[src/logic/mips_cfg.svh]
`ifndef MIPS_CFG_SVH
`define MIPS_CFG_SVH

`default_nettype none

// data and instruction width
`define MIPS_XLEN 32
// register address width
`define MIPS_REG_AW 5
// program memory holds 2**MIPS_IMEM_AW words
`define MIPS_IMEM_AW 8
// all-ones word stops the core
`define MIPS_HALT_WORD 32'hffff_ffff

`default_nettype wire

`endif

[src/logic/mips_isa_pkg.sv]
`default_nettype none

package mips_isa_pkg;

    // primary opcode, instr[31:26]
    typedef enum logic [5:0] {
        OP_RTYPE = 6'h00,
        OP_ADDI  = 6'h08,
        OP_ORI   = 6'h0d,
        OP_LUI   = 6'h0f,
        OP_HALT  = 6'h3f
    } op_e;

    // r-type function field, instr[5:0]
    typedef enum logic [5:0] {
        F_ADD = 6'h20,
        F_SUB = 6'h22,
        F_AND = 6'h24,
        F_OR  = 6'h25,
        F_SLT = 6'h2a
    } funct_e;

    typedef enum logic [2:0] {
        ALU_ADD,
        ALU_SUB,
        ALU_AND,
        ALU_OR,
        ALU_SLT,
        ALU_LUI
    } alu_op_e;

endpackage

`default_nettype wire

[src/logic/mips_pipe_pkg.sv]
`include "mips_cfg.svh"
`default_nettype none

package mips_pipe_pkg;

    typedef struct packed {
        logic [`MIPS_XLEN-1:0] pc;
        logic [`MIPS_XLEN-1:0] instruction;
        logic                  valid;
    } if_id_t;

    // operands and control for the execute stage
    typedef struct packed {
        logic                    valid;
        logic                    halt;
        logic                    reg_write;
        logic [`MIPS_REG_AW-1:0] rs_addr;
        logic [`MIPS_REG_AW-1:0] rt_addr;
        logic [`MIPS_REG_AW-1:0] dst_addr;
        logic [`MIPS_XLEN-1:0]   rs_val;
        logic [`MIPS_XLEN-1:0]   rt_val;
        logic [`MIPS_XLEN-1:0]   imm;
        logic                    alu_src;
        mips_isa_pkg::alu_op_e   alu_op;
    } id_ex_t;

endpackage

`default_nettype wire

[src/logic/mips_wb_if.sv]
`include "mips_cfg.svh"
`default_nettype none

// result latch to register file
interface mips_wb_if;

    logic                    we;
    logic [`MIPS_REG_AW-1:0] addr;
    logic [`MIPS_XLEN-1:0]   data;
    // halt word has reached writeback
    logic                    halt;

    modport src (output we, output addr, output data, output halt);

    modport regfile (input we, input addr, input data);

endinterface

`default_nettype wire

[src/logic/mips_execute.sv]
`include "mips_cfg.svh"
`default_nettype none

module mips_execute (
    input  wire                       i_clk,
    input  wire                       i_rst_n,
    input  wire                       i_step,
    input  mips_pipe_pkg::id_ex_t     i_id_ex,
    mips_wb_if.src                    wb
);

    import mips_isa_pkg::*;

    logic [`MIPS_XLEN-1:0] op_a;
    logic [`MIPS_XLEN-1:0] rt_fwd;
    logic [`MIPS_XLEN-1:0] op_b;
    logic [`MIPS_XLEN-1:0] alu_res;
    logic                  slt;

    // result latch wins over the value read in decode
    function automatic logic [`MIPS_XLEN-1:0] fwd(
        input logic [`MIPS_REG_AW-1:0] a,
        input logic [`MIPS_XLEN-1:0]   val
    );
        if (wb.we && wb.addr != '0 && wb.addr == a) begin
            return wb.data;
        end
        return val;
    endfunction

    always_comb begin
        op_a   = fwd(i_id_ex.rs_addr, i_id_ex.rs_val);
        rt_fwd = fwd(i_id_ex.rt_addr, i_id_ex.rt_val);
    end

    assign op_b = i_id_ex.alu_src ? i_id_ex.imm : rt_fwd;

    // signed compare
    assign slt = $signed(op_a) < $signed(op_b);

    always_comb begin
        case (i_id_ex.alu_op)
            ALU_ADD: alu_res = op_a + op_b;
            ALU_SUB: alu_res = op_a - op_b;
            ALU_AND: alu_res = op_a & op_b;
            ALU_OR:  alu_res = op_a | op_b;
            ALU_SLT: alu_res = {{(`MIPS_XLEN-1){1'b0}}, slt};
            // immediate already shifted in decode
            ALU_LUI: alu_res = op_b;
            default: alu_res = op_a + op_b;
        endcase
    end

    // result latch, frozen for good once it carries the halt word
    always_ff @(posedge i_clk) begin
        if (!i_rst_n) begin
            wb.we   <= 1'b0;
            wb.halt <= 1'b0;
        end else if (i_step && !wb.halt) begin
            wb.we   <= i_id_ex.valid && i_id_ex.reg_write;
            wb.halt <= i_id_ex.valid && i_id_ex.halt;
            wb.addr <= i_id_ex.dst_addr;
            wb.data <= alu_res;
        end
    end

endmodule

`default_nettype wire

[src/flat_wrapper.sv]
// flat-port wrapper written by rule: the top's interface ports become plain ports
module mips_execute_flat import mips_isa_pkg::*;
  (i_clk, i_rst_n, i_step, i_id_ex, wb_we, wb_addr, wb_data, wb_halt);
  mips_wb_if wb_i ();
  input  wire i_clk;
  input  wire i_rst_n;
  input  wire i_step;
  input  mips_pipe_pkg::id_ex_t i_id_ex;
  output wire logic [$bits(wb_i.we)-1:0] wb_we;
  output wire logic [$bits(wb_i.addr)-1:0] wb_addr;
  output wire logic [$bits(wb_i.data)-1:0] wb_data;
  output wire logic [$bits(wb_i.halt)-1:0] wb_halt;
  assign wb_we = wb_i.we;
  assign wb_addr = wb_i.addr;
  assign wb_data = wb_i.data;
  assign wb_halt = wb_i.halt;
  mips_execute u_core (.i_clk(i_clk), .i_rst_n(i_rst_n), .i_step(i_step), .i_id_ex(i_id_ex), .wb(wb_i));
endmodule
[config.mk]
export PLATFORM = sky130hd
export DESIGN_NAME = mips_execute_flat
export DESIGN_NICKNAME = d
export VERILOG_FILES = /design/src/logic/mips_isa_pkg.sv /design/src/logic/mips_pipe_pkg.sv /design/src/logic/mips_wb_if.sv /design/src/logic/mips_execute.sv /design/src/flat_wrapper.sv
export VERILOG_INCLUDE_DIRS = /design/src /design/src/logic
export SDC_FILE = /design/constraint.sdc
export NUM_CORES = 1
export LEC_CHECK = 0
export BUFFER_PORTS_ARGS = -buffer_cell sky130_fd_sc_hd__buf_4
export CAP_MARGIN = 30
export CORE_UTILIZATION = 30
export CTS_BUF_LIST = sky130_fd_sc_hd__clkbuf_8
export DETAILED_ROUTE_END_ITERATION = 6
export GPL_TIMING_DRIVEN = 0
export PLACE_DENSITY = 0.47
export SYNTH_ARGS = -nofsm -noshare
export SYNTH_HDL_FRONTEND = slang
export SYNTH_SLANG_ARGS = --single-unit
[constraint.sdc]
create_clock -name i_clk -period 8.8 [get_ports i_clk]
set_clock_uncertainty 0.15 [all_clocks]
set_input_delay 0.88 -clock i_clk [delete_from_list [all_inputs] [get_ports i_clk]]
set_output_delay 0.88 -clock i_clk [all_outputs]
set_load 0.005 [all_outputs]
Word level (Yosys, flattened, before mapping)
Index checks and enable logic that the tools add are counted.
Word-level totals
  register bits after elaboration: 39
  bits in read-only memories: 0
  input bits: 121
  output and inout bits: 39
  bits in writable memories: 0
  memories: 0
  word-level logic and storage cells: 33
  latch bits: 0
Cells by class
  divide/modulo/power cells: 0
  add/sub/neg operators: 2
  reductions and logical operators: 9
  bitwise operators: 2
  equal/unequal tests: 7
  shift operators: 0
  order comparisons: 1
  multiplexer cells: 8
  $mul: 0
Operators by type and width (number)
  $mux 32: 5
  $pmux 32 s5: 1
  $add 32x32->32: 1
  $and 32x32->32: 1
  $lt 32x32->1: 1
  $or 32x32->32: 1
  $sub 32x32->32: 1
  $eq 5x5->1: 2
  $eq 3x2->1 const B: 2
  $eq 3x3->1 const B: 2
  $logic_and 1x1->1: 6
  $reduce_bool 5->1: 1
  $eq 3x1->1 const B: 1
  $mux 1: 2
  $reduce_and 2->1: 1
  $logic_not 1->1: 1

Logic depth before layout (Yosys ltp)
Gate-level depths: netlist of run 1.
  depth after elaboration: 8
  gate-level depth with buffers: 22
  gate-level depth less buffers: 20

Worst setup path after synthesis of run 1
No wires, ideal clock.
  path type: input-to-reg
  start point: input port i_id_ex[105] in the netlist's numbering
  end point: register u_core.wb.data[30] (data pin)
  data required time: 8.374 ns
  slack: 2.802 ns
  path buffers: 2
  arrival time: 5.572 ns
  cell stages on the path: 21
  setup time: 0.276 ns
  path through: xnor2_1 > nand2_1 > nor3_2 > buf_2 > buf_2 > mux2i_1 > nor2_1 > a21oi_1 > inv_1 > ha_1 > fa_1 > a21oi_1 > o21ai_0 > a2111oi_0 > nor2_1 > a211o_1 > a31oi_1 > a21oi_1 > a31o_2 > a2111oi_0 > a211oi_1
Between the ends
  cells in the longest elaborated chain, start to end: 7
RTL lines
  from (decl): line flat_wrapper.sv:8  | input mips_pipe_pkg::id_ex_t i_id_ex;
  $eq 5x5->1 *: line mips_execute.sv:25  | if (wb.we && wb.addr != '0 && wb.addr == a) begin
  $logic_and 1x1->1 *: line mips_execute.sv:25
  $mux 1 *: line mips_execute.sv:25
  $mux 32 *: line mips_execute.sv:28  | return val;
  $mux 32 *: line mips_execute.sv:36  | assign op_b = i_id_ex.alu_src ? i_id_ex.imm : rt_fwd;
  $add 32x32->32, or another cell as far along: line mips_execute.sv:43, mips_execute.sv:50
  $pmux 32 s5 *: line mips_execute.sv:42  | case (i_id_ex.alu_op)
  named net u_core.alu_res[30]: line mips_execute.sv:17  | logic [`MIPS_XLEN-1:0] alu_res;
  to (signal assigned): line mips_execute.sv:63  | wb.data <= alu_res;
  to (decl): line mips_wb_if.sv:13  | modport src (output we, output addr, output data, output halt);
The timed path passes the listed nets; every way through them passes the cells marked *.
A chain may end at the register's enable or synchronous reset.

Worst setup path in the final report of run 1
  start point: input port i_id_ex[3] in the netlist's numbering
  end point: register u_core.wb.data[30] (data pin)
Between the ends
  cells in the longest elaborated chain, start to end: 3
RTL lines (line)
  $mux 32 *: mips_execute.sv:36
  $add 32x32->32, or another cell as far along: mips_execute.sv:43, mips_execute.sv:50
  $pmux 32 s5 *: mips_execute.sv:42
  named net u_core.alu_res[30]: mips_execute.sv:17
Marked as above.

==> results.sh, run 1 <==
export IMPL_status="finished, final reports clean"
export IMPL_worst_skew_pair_late_latency_ns=0.35
export IMPL_sequential_cell_area_mm2=0.00115
export IMPL_first_pass_iters=5
export IMPL_routed_via_count=8696
export IMPL_adder_cell_share_of_the_synthesized_area_pct=15.5
export IMPL_hp_class="reg2reg"
export IMPL_place_congestion=0.956
export IMPL_placementRows=58
export IMPL_post_cts_sizing_count=0
export IMPL_globalRoute_totalOverflow=0
export IMPL_critPathCaptureType="flip-flop"
export IMPL_start_point_of_the_critical_path="i_id_ex[3]"
export IMPL_peakVddDrop_v=0.0000604
export IMPL_critPathArrivalTime_ns=7.45
export IMPL_critical_path_slowest_cell="sky130_fd_sc_hd__buf_1"
export IMPL_switching_share_pct=46.2
export IMPL_simple_gate_area_share_of_the_yosys_netlist_pct=16.8
export IMPL_final_max_slew_violation_count=0
export IMPL_required_ns=8.73
export IMPL_fp_dieArea_mm2=0.0267
export IMPL_fin_tns_setup_ns=0
export IMPL_wl_um=34700
export IMPL_post_route_drc_count=0
export IMPL_worstPathCellList="clkbuf_1, clkbuf_1, buf_1, buf_1, nor2_1, a21oi_1, inv_1, ha_1, fa_1, a21oi_1, o21ai_0, a2111oi_0, buf_1, nor2_1, a211o_1, a31oi_1, a21oi_1, a31o_2, a2111oi_0, a211oi_1"
export IMPL_synth_distinct_cells=74
export IMPL_synthDominantAreaCellType="sky130_fd_sc_hd__ha_1"
export IMPL_synth_area_top_cells="sky130_fd_sc_hd__ha_1, sky130_fd_sc_hd__edfxtp_1, sky130_fd_sc_hd__a21oi_1"
export IMPL_setup_viol=0
export IMPL_sequential_fraction_of_the_synthesis_area_pct=14.7
export IMPL_comb_power_share_pct=58.8
export IMPL_area_added_between_synthesis_and_finish_pct=23.4
export IMPL_post_drt_wl_per_cell_um=22.3
export IMPL_period_share_pct=85.5
export IMPL_finalPower_mw=1.02
export IMPL_die_h_um=163
export IMPL_synth_cells=1052
export IMPL_grt_first_pass_wirelength_um=50600
export IMPL_worst_setup_path_type="in2reg"
export IMPL_switching_power_uw=469
export IMPL_buffer_ports_inserted=157
export IMPL_power_density_mw_per_mm2=105
export IMPL_synth_async_sr_flop_share_pct=0
export IMPL_cts_hold_fix_buffers=0
export IMPL_fmaxAchievable_ghz=0.133
export IMPL_design_portCount=160
export IMPL_ys_seq_elements=39
export IMPL_hold_viol_final=0
export IMPL_max_cap_viol_count=0
export IMPL_avgViaCountPerCell=5.59
export IMPL_synth_top_cell_area_share_pct=15.2
export IMPL_post_synth_edffs=37
export IMPL_origin_of_the_critical_flop_to_flop_path="u_core.wb.addr[3]"
export IMPL_relSlewSlack_pct=29.1
export IMPL_avgSynthCellArea_um2=7.43
export IMPL_cp_max_fo=10
export IMPL_number_of_global_route_vias_before_repair=8014
export IMPL_effective_utilization_at_floorplan_pct=30.8
export IMPL_synth_top_family_by_area="compound AO/OA/AOI/OAI gates"
export IMPL_antenna_cells_inserted=0
export IMPL_clkSinkCount=39
export IMPL_clock_tree_htree_level_count=2
export IMPL_design_core_area_mm2=0.0253
export IMPL_cts_reportedPaths_clkPinSlew_ns=0.10
export IMPL_synth_cell_area_mm2=0.00781
export IMPL_tritoncts="done"
export IMPL_worst_r2r_path_depth=22
export IMPL_r2r_slack_ns=1.72
export IMPL_power_share_of_the_sequential_group_pct=23.4
export IMPL_die_width_um=163
export IMPL_finish_utilization_pct=38.1
export IMPL_initialDrtViolationCount=635
export IMPL_grt_max_degree=14
export IMPL_xor_and_xnor_fraction_of_the_mapped_netlist_area_pct=1.91
export IMPL_layout_drive_gt1_share_pct=18.7
export IMPL_cp_start_kind="primary input"
export IMPL_fillCellCount=2721
export IMPL_route_antenna_remaining_nets=0
export IMPL_rsz_0062_raised_after_global_routing="false"
export IMPL_ctsLongestPathBuffers=2
export IMPL_worst_path_largest_cell_delay_ns=0.73
export IMPL_worst_r2r_endpoint="u_core.wb.data[30]"
export IMPL_ys_dominant_reg_cell="sky130_fd_sc_hd__edfxtp_1"
export IMPL_multi_input_gate_area_mm2=0.00602
export IMPL_p_clk_share_pct=17.8
export IMPL_hpwlAfterDp_um=27000
export IMPL_grt_usage_pct=25.7
export IMPL_layout_nets=1443
export IMPL_synthMuxAreaShare_pct=9.37
export IMPL_antenna_found_initial=1
export IMPL_internal_power_uw=548
export IMPL_cts_post_setup_buffers_inserted=0
export IMPL_synth_compound_area_share_pct=33.5
export IMPL_crit_end="u_core.wb.data[30]"
export IMPL_cts_made_buffers=5
export IMPL_root_buffer="sky130_fd_sc_hd__clkbuf_8"
export IMPL_syn_nets=1269
export IMPL_p_leak_nw=4.25
export IMPL_timing_worst_slew_pin_value_ns=1.06
export IMPL_ys_warn_count=0
export IMPL_finalCriticalPeriod_ns=7.53
## critical path: cells and delay by family
family / cells / cell delay (ns)
buffers and inverters: 6 / 2.72
adder cells (fa/ha/maj): 2 / 0.78
AND/OR/NAND/NOR: 2 / 0.24
AO/OA/AOI/OAI: 10 / 2.80
## flip-flops by register name, indices dropped and copies added, names as in the netlist
register / count
u_core.wb.addr: 5
u_core.wb.we: 1
u_core.wb.data: 32
u_core.wb.halt: 1
## logic make-up after synthesis
family	count (synthesis)
AND/OR/NAND/NOR	280
AO/OA/AOI/OAI	381
multiplexers	69
flip-flops	39
buffers and inverters	170
adder cells (fa/ha/maj)	96
XOR/XNOR	17
## through the flow
step	setup WS (ns)	hold WS [ns]	instance area, um2	instances
finish	1.27	0.425	9640	1557
global placement	0.484	0.417	9400	1539
global route	0.907	0.523	9640	1557
floorplan	2.80	0.382	7810	1052
CTS	1.32	0.434	9630	1556
detailed placement	0.978	0.419	9520	1548
## power groups by stage
stage	Clock, mW	Sequential [mW]	Combinational (mW)
2_1_floorplan	0	0.240	0.379
3_3_place_gp	0	0.244	0.582
3_5_place_dp	0	0.242	0.585
4_1_cts	0.185	0.238	0.589
5_1_grt	0.190	0.240	0.650
6_report	0.182	0.238	0.598
## per-layer routing
metal | vias up | GRT usage, % | wire length [um]
met5 | - | 0 | 0
met4 | 0 | 5.48 | 544
met3 | 30 | 2.89 | 2170
met2 | 307 | 42.2 | 15900
met1 | 4170 | 35.9 | 16100
li1 | 4189 | - | -
## worst min path at each step
stage,from,slack (ns),cells after the start,to
2_1_floorplan,u_core.wb.we,0.38,2,u_core.wb.we
3_3_place_gp,u_core.wb.we,0.42,2,u_core.wb.we
3_5_place_dp,u_core.wb.we,0.42,2,u_core.wb.we
4_1_cts,u_core.wb.we,0.43,2,u_core.wb.we
5_1_grt,u_core.wb.halt,0.52,2,u_core.wb.halt
6_report,u_core.wb.we,0.42,2,u_core.wb.we
## final cells by class
cell class	count	share of cell area, %
buffer	62	2.45
clock buffer	5	0.714
clock inverter	3	0.454
inverter	108	4.20
multi-input combinational	843	62.5
sequential	39	11.9
tap	330	4.28
timing repair buffer	167	13.5
## synth_stat cells, drive strengths merged, types with 25 or more instances
master	n
a21oi	87
o21ai	71
inv	107
mux2i	36
edfxtp	37
nand2	95
o221ai	25
o22ai	26
nor2b	35
a21o	38
mux2	33
nor2	72
ha	95
clkbuf	56
## cell usage in the layout (no fill, tap or decap), types with 13 or more instances in the layout
master / synthesis / final
sky130_fd_sc_hd__buf_4: 0 / 157
sky130_fd_sc_hd__inv_1: 107 / 107
sky130_fd_sc_hd__nand2_1: 95 / 95
sky130_fd_sc_hd__ha_1: 95 / 95
sky130_fd_sc_hd__a21oi_1: 86 / 86
sky130_fd_sc_hd__nor2_1: 72 / 72
sky130_fd_sc_hd__o21ai_0: 68 / 68
sky130_fd_sc_hd__clkbuf_1: 56 / 56
sky130_fd_sc_hd__a21o_1: 38 / 38
sky130_fd_sc_hd__edfxtp_1: 37 / 37
sky130_fd_sc_hd__mux2i_1: 36 / 36
sky130_fd_sc_hd__nor2b_1: 35 / 35
sky130_fd_sc_hd__mux2_2: 33 / 33
sky130_fd_sc_hd__o22ai_1: 26 / 26
sky130_fd_sc_hd__o221ai_1: 25 / 25
sky130_fd_sc_hd__nand3_1: 18 / 18
sky130_fd_sc_hd__o21bai_1: 18 / 18
sky130_fd_sc_hd__nor3_1: 17 / 17
sky130_fd_sc_hd__xnor2_1: 14 / 14
sky130_fd_sc_hd__a31oi_1: 13 / 13
sky130_fd_sc_hd__a211oi_1: 13 / 13
No activity file was read; power rests on OpenSTA's default activity.
==> run 2, diff against run 1 <==
MAX_ROUTING_LAYER = met4   (was unset)
PLACE_DENSITY = unset   (was 0.47)
==> run 2 against run 1 <==
  * First-iteration DRC count up 52%
  * Die area did not move
  * Sequential cell count did not move
  * Power grew 0.45%
  * Wire length fell by 1.7%
  * Critical path depth unchanged
  * Hold slack improved by 0.032 ns
  * Critical endpoint unchanged
  * Combinational power barely moved
==> results.sh, run 2 (same netlist as run 1, synthesis figures left out) <==
export IMPL_hold_viol_final=0
export IMPL_die_h_um=163
export IMPL_most_used_cells_in_the_layout_excluding_fill_and_tap_cells="sky130_fd_sc_hd__buf_4, sky130_fd_sc_hd__inv_1, sky130_fd_sc_hd__nand2_1, sky130_fd_sc_hd__ha_1, sky130_fd_sc_hd__a21oi_1"
export IMPL_comb_power_share_pct=58.4
export IMPL_grt_first_pass_wirelength_um=50200
export IMPL_cts_made_buffers=5
export IMPL_route_antenna_remaining_nets=0
export IMPL_placedCellCount=1546
export IMPL_mostFrequentLayoutCell="sky130_fd_sc_hd__buf_4"
export IMPL_rsz_0062_raised_after_global_routing="false"
export IMPL_tritoncts="done"
export IMPL_p_clk_share_pct=18.3
export IMPL_buffer_ports_inserted=157
export IMPL_worstPathCellList="clkbuf_1, clkbuf_1, buf_1, buf_1, nor2_1, a21oi_1, inv_1, ha_1, fa_1, a21oi_1, o21ai_0, a2111oi_0, buf_1, nor2_1, a211o_1, a31oi_1, a21oi_1, a31o_2, a2111oi_0, a211oi_1"
export IMPL_avgViaCountPerCell=5.74
export IMPL_timing_worst_slew_pin_value_ns=1.06
export IMPL_post_drt_wl_per_cell_um=22.0
export IMPL_switching_power_uw=466
export IMPL_design_portCount=160
export IMPL_cp_start_kind="primary input"
export IMPL_effective_utilization_at_floorplan_pct=30.8
export IMPL_relSlewSlack_pct=29.1
export IMPL_finalCriticalPeriod_ns=7.48
export IMPL_worst_setup_path_type="in2reg"
export IMPL_clkSinkCount=39
export IMPL_worst_path_largest_cell_delay_ns=0.67
export IMPL_critical_path_slowest_cell="sky130_fd_sc_hd__buf_1"
export IMPL_hpwlAfterDp_um=26500
export IMPL_antenna_cells_inserted=0
export IMPL_antenna_found_initial=0
export IMPL_post_cts_sizing_count=0
export IMPL_period_share_pct=85.0
export IMPL_flip_flop_count_of_the_largest_register_after_layout=32
export IMPL_globalRoute_totalOverflow=0
export IMPL_cts_post_setup_buffers_inserted=0
export IMPL_root_buffer="sky130_fd_sc_hd__clkbuf_8"
export IMPL_setup_viol=0
export IMPL_fmaxAchievable_ghz=0.134
export IMPL_fillCellCount=2654
export IMPL_die_width_um=163
export IMPL_power_share_of_the_sequential_group_pct=23.3
export IMPL_required_ns=8.74
export IMPL_post_route_drc_count=0
export IMPL_cts_reportedPaths_clkPinSlew_ns=0.11
export IMPL_layout_nets=1440
export IMPL_largest_register="u_core.wb.data"
export IMPL_cp_max_fo=10
export IMPL_sequential_cell_area_mm2=0.00115
export IMPL_clock_tree_htree_level_count=2
export IMPL_critPathArrivalTime_ns=7.41
export IMPL_largest_registers="u_core.wb.data (32), u_core.wb.addr (5)"
export IMPL_power_density_mw_per_mm2=106
export IMPL_internal_power_uw=555
export IMPL_critPathCaptureType="flip-flop"
export IMPL_number_of_global_route_vias_before_repair=8333
export IMPL_grt_max_degree=14
export IMPL_ctsLongestPathBuffers=2
export IMPL_p_leak_nw=4.23
export IMPL_final_max_slew_violation_count=0
export IMPL_multi_input_gate_area_mm2=0.00602
export IMPL_routed_via_count=8918
export IMPL_initialDrtViolationCount=964
export IMPL_placementRows=58
export IMPL_worst_skew_pair_late_latency_ns=0.34
export IMPL_final_instance_count_excl_fill=1554
export IMPL_max_cap_viol_count=0
export IMPL_peakVddDrop_v=0.0000595
export IMPL_wl_um=34200
export IMPL_layout_drive_gt1_share_pct=18.5
export IMPL_fin_tns_setup_ns=0
export IMPL_hp_class="reg2reg"
export IMPL_cts_hold_fix_buffers=0
export IMPL_first_pass_iters=6
export IMPL_switching_share_pct=45.6
export IMPL_fp_dieArea_mm2=0.0267
export IMPL_place_congestion=0.987
export IMPL_design_core_area_mm2=0.0253
export IMPL_area_added_between_synthesis_and_finish_pct=23.0
export IMPL_grt_usage_pct=26.0
export IMPL_status="finished, final reports clean"
## run 2: cell types whose count changed in the layout (fill, tap and decap cells not counted)
| cell | change |
|---|---|
| sky130_fd_sc_hd__buf_6 | -1 |
| sky130_fd_sc_hd__inv_6 | +1 |
| sky130_fd_sc_hd__clkinv_4 | -1 |
| sky130_fd_sc_hd__clkbuf_8 | +1 |
| sky130_fd_sc_hd__clkinv_2 | -1 |
| sky130_fd_sc_hd__buf_8 | -2 |
## run 2: metrics by stage
step                      worst slack [ns]  hold slack [ns]  area (um2)  util [%]  power, mW
after global routing                 0.821            0.479        9610      37.9       1.08
after detailed placement             0.847            0.442        9490      37.5      0.822
after global placement               0.318            0.401        9400      37.1      0.818
after CTS                             1.22            0.462        9610      37.9       1.01
after floorplan                       2.80            0.382        7810         -      0.619
final                                 1.32            0.457        9610      37.9       1.02
## run 2: worst paths after layout
check                             to  slack [ns]  depth (start not counted)               from
hold / removal          u_core.wb.we        0.46                          2       u_core.wb.we
hold reg to reg         u_core.wb.we        0.46                          2       u_core.wb.we
setup reg to reg  u_core.wb.data[30]        1.66                         22  u_core.wb.addr[3]
setup / recovery  u_core.wb.data[30]        1.32                         20         i_id_ex[3]
## run 2: final cells by class
cell class / count / share of cell area [%]
Clock buffer: 6 / 0.859
Multi-Input combinational cell: 843 / 62.7
Buffer: 62 / 2.46
Tap cell: 330 / 4.30
Inverter: 108 / 4.22
Clock inverter: 2 / 0.404
Sequential cell: 39 / 12.0
Timing Repair Buffer: 164 / 13.1
## run 2: layer usage
metal / part of all wire [%] / track usage [%] / up-vias / routed length (um)
li1: - / - / 4174 / -
met3: 7.3 / 3.33 / 75 / 2500
met4: 3.6 / 9.73 / 0 / 1220
met1: 44 / 33.7 / 4231 / 15100
met2: 45 / 40.8 / 438 / 15300
met5: 0 / - / - / 0
## run 2: worst max-delay path, delay by kind of cell
family                     cells  cell delay [ns]
adders and majority gates      2             0.75
and+or+nand+nor                2             0.26
buffers and inverters          6             2.61
AOI/OAI and AO/OA             10             2.88
## run 2: power by group through the flow
stage	registers [mW]	clock network (mW)	logic [mW]
4_1_cts	0.238	0.192	0.584
5_1_grt	0.240	0.195	0.647
3_3_place_gp	0.244	0	0.574
6_report	0.238	0.187	0.596
2_1_floorplan	0.240	0	0.379
3_5_place_dp	0.242	0	0.580
==> run 3, diff against run 2 <==
clock period = 7.7 ns   (was 8.8 ns; I/O delays follow)
==> run 3 against run 2 <==
  * First-iteration DRC count is 0.21% lower
  * Hold slack worse by 0.0075 ns
  * Combinational power is 14% higher
  * Critical path type unchanged
  * Largest cell class unchanged
  * Sequential share of layout area hardly changed
  * Wire length is 0.22% lower
  * Sequential cell count stayed put
==> results.sh, run 3 (same netlist as run 1, synthesis figures left out) <==
export IMPL_rsz_0062_raised_after_global_routing="false"
export IMPL_multi_input_gate_area_mm2=0.00602
export IMPL_peakVddDrop_v=0.0000673
export IMPL_ctsLongestPathBuffers=2
export IMPL_cpMostUsedCell="sky130_fd_sc_hd__a21oi_1"
export IMPL_routed_via_count=8851
export IMPL_largest_register="u_core.wb.data"
export IMPL_cts_reportedPaths_clkPinSlew_ns=0.11
export IMPL_avgViaCountPerCell=5.70
export IMPL_worst_skew_pair_late_latency_ns=0.34
export IMPL_p_leak_nw=4.23
export IMPL_cp_max_fo=10
export IMPL_dr_max_layer_used="met4"
export IMPL_worst_path_largest_cell_delay_ns=0.61
export IMPL_fp_dieArea_mm2=0.0267
export IMPL_hold_viol_final=0
export IMPL_root_buffer="sky130_fd_sc_hd__clkbuf_8"
export IMPL_most_used_cells_in_the_layout_excluding_fill_and_tap_cells="sky130_fd_sc_hd__buf_4, sky130_fd_sc_hd__inv_1, sky130_fd_sc_hd__nand2_1, sky130_fd_sc_hd__ha_1, sky130_fd_sc_hd__a21oi_1"
export IMPL_timing_worst_slew_pin_value_ns=1.06
export IMPL_critPathCaptureType="flip-flop"
export IMPL_route_antenna_remaining_nets=0
export IMPL_setup_viol=0
export IMPL_largest_registers="u_core.wb.data (32), u_core.wb.addr (5)"
export IMPL_globalRoute_totalOverflow=0
export IMPL_post_drt_wl_per_cell_um=21.9
export IMPL_hp_class="in2reg"
export IMPL_min_delay_src="i_id_ex[101]"
export IMPL_post_route_drc_count=0
export IMPL_start_point_of_the_critical_path="i_id_ex[3]"
export IMPL_max_cap_viol_count=0
export IMPL_grt_first_pass_wirelength_um=50200
export IMPL_antenna_cells_inserted=0
export IMPL_critical_path_slowest_cell="sky130_fd_sc_hd__buf_1"
export IMPL_design_portCount=160
export IMPL_first_pass_iters=6
export IMPL_fmaxAchievable_ghz=0.141
export IMPL_tritoncts="done"
export IMPL_wl_um=34100
export IMPL_sequential_cell_area_mm2=0.00115
export IMPL_final_instance_count_excl_fill=1554
export IMPL_origin_of_the_critical_flop_to_flop_path="u_core.wb.addr[3]"
export IMPL_cp_start_kind="primary input"
export IMPL_effective_utilization_at_floorplan_pct=30.8
export IMPL_worst_setup_path_type="in2reg"
export IMPL_fillCellCount=2653
export IMPL_period_share_pct=92.3
export IMPL_critPathBufInv=6
export IMPL_layout_nets=1440
export IMPL_finish_utilization_pct=37.9
export IMPL_die_width_um=163
export IMPL_antenna_found_initial=0
export IMPL_clkSinkCount=39
export IMPL_status="finished, final reports clean"
export IMPL_placedCellCount=1546
export IMPL_final_max_slew_violation_count=0
export IMPL_critPathArrivalTime_ns=7.04
export IMPL_grt_usage_pct=26.0
export IMPL_relSlewSlack_pct=29.0
export IMPL_placementRows=58
export IMPL_clock_tree_htree_level_count=2
export IMPL_route_met2_wl_um=15300
export IMPL_die_h_um=163
export IMPL_buffer_ports_inserted=157
export IMPL_initialDrtViolationCount=962
export IMPL_cts_made_buffers=5
export IMPL_place_congestion=0.987
export IMPL_finalCriticalPeriod_ns=7.11
export IMPL_number_of_global_route_vias_before_repair=8333
export IMPL_mostFrequentLayoutCell="sky130_fd_sc_hd__buf_4"
export IMPL_required_ns=7.64
export IMPL_design_core_area_mm2=0.0253
export IMPL_wl_met3_um=2680
export IMPL_cts_post_setup_buffers_inserted=0
export IMPL_hpwlAfterDp_um=26500
export IMPL_worstPathCellList="clkbuf_1, clkbuf_1, buf_1, clkbuf_2, nor2_1, a21oi_1, inv_1, ha_1, fa_1, a21oi_1, o21ai_0, a2111oi_0, buf_1, nor2_1, a211o_1, a31oi_1, a21oi_1, a31o_2, a2111oi_0, a211oi_1"
export IMPL_power_density_mw_per_mm2=121
export IMPL_grt_max_degree=14
export IMPL_critical_path_top_delay_family="compound AO/OA/AOI/OAI gates"
export IMPL_layout_drive_gt1_share_pct=18.6
export IMPL_area_added_between_synthesis_and_finish_pct=23.0
export IMPL_flip_flop_count_of_the_largest_register_after_layout=32
export IMPL_drt_met1_wl_um=14900
run 3: changes by cell type in the layout (fill, tap and decap cells not counted):
cell,previous run,this run
sky130_fd_sc_hd__buf_1,4,3
sky130_fd_sc_hd__clkbuf_2,0,1
run 3: what timing repair did:
| action | in CTS | in global routing |
|---|---|---|
| gates resized for setup | 0 | 1 |
| endpoints found under the hold margin | 0 | 0 |
| endpoints found under the setup margin | 0 | 2 |
| hold buffers | 0 | 0 |
run 3: layout make-up:
| cell class | count | area share [%] |
|---|---|---|
| Multi-Input combinational cell | 843 | 62.7 |
| Timing Repair Buffer | 164 | 13.1 |
| Sequential cell | 39 | 12.0 |
| Tap cell | 330 | 4.30 |
| Inverter | 108 | 4.22 |
| Buffer | 62 | 2.47 |
| Clock buffer | 6 | 0.859 |
| Clock inverter | 2 | 0.404 |
run 3: worst reg2reg max path, stage by stage, from the launching register on:
cell and delay (ns):
sky130_fd_sc_hd__edfxtp_1 0.52, sky130_fd_sc_hd__xnor2_1 0.23, sky130_fd_sc_hd__nand3_1 0.15, sky130_fd_sc_hd__nor3_2 0.38, sky130_fd_sc_hd__buf_2 0.51, sky130_fd_sc_hd__buf_2 0.48, sky130_fd_sc_hd__mux2i_1 0.25, sky130_fd_sc_hd__nor2_1 0.06
sky130_fd_sc_hd__a21oi_1 0.24, sky130_fd_sc_hd__inv_1 0.10, sky130_fd_sc_hd__ha_1 0.26, sky130_fd_sc_hd__fa_1 0.50, sky130_fd_sc_hd__a21oi_1 0.21, sky130_fd_sc_hd__o21ai_0 0.16, sky130_fd_sc_hd__a2111oi_0 0.52, sky130_fd_sc_hd__buf_1 0.25
sky130_fd_sc_hd__nor2_1 0.14, sky130_fd_sc_hd__a211o_1 0.28, sky130_fd_sc_hd__a31oi_1 0.40, sky130_fd_sc_hd__a21oi_1 0.20, sky130_fd_sc_hd__a31o_2 0.32, sky130_fd_sc_hd__a2111oi_0 0.39, sky130_fd_sc_hd__a211oi_1 0.14
run 3: path summary, 6_finish.rpt:
check	depth (start not counted)	end	slack [ns]
setup / recovery	20	u_core.wb.data[30]	0.59
hold / removal	1	u_core.wb.addr[1]	0.45
setup reg to reg	22	u_core.wb.data[30]	0.61
hold reg to reg	2	u_core.wb.we	0.46
run 3: metal layers:
metal | vias up | track usage, %
li1 | 4173 | -
met1 | 4186 | 33.7
met3 | 68 | 3.33
met4 | 0 | 9.73
met2 | 424 | 40.8
met5 | - | -
run 3: where the power goes:
part,internal [mW],switching (mW),leakage (nW)
Combinational,0.270,0.411,3.80
Clock,0.107,0.106,0.0618
Sequential,0.258,0.0142,0.366
Total,0.635,0.531,4.23
run 3: per-stage QoR:
step / power, mW / worst slack (ns) / setup TNS (ns) / area [um2] / hold WS, ns
floorplan: 0.707 / 1.81 / 0 / 7810 / 0.382
global placement: 0.934 / -0.672 / -1.72 / 9400 / 0.401
detailed placement: 0.939 / -0.143 / -0.165 / 9490 / 0.442
CTS: 1.16 / 0.234 / 0 / 9610 / 0.440
global route: 1.24 / 0.102 / 0 / 9610 / 0.445
finish: 1.17 / 0.593 / 0 / 9610 / 0.450
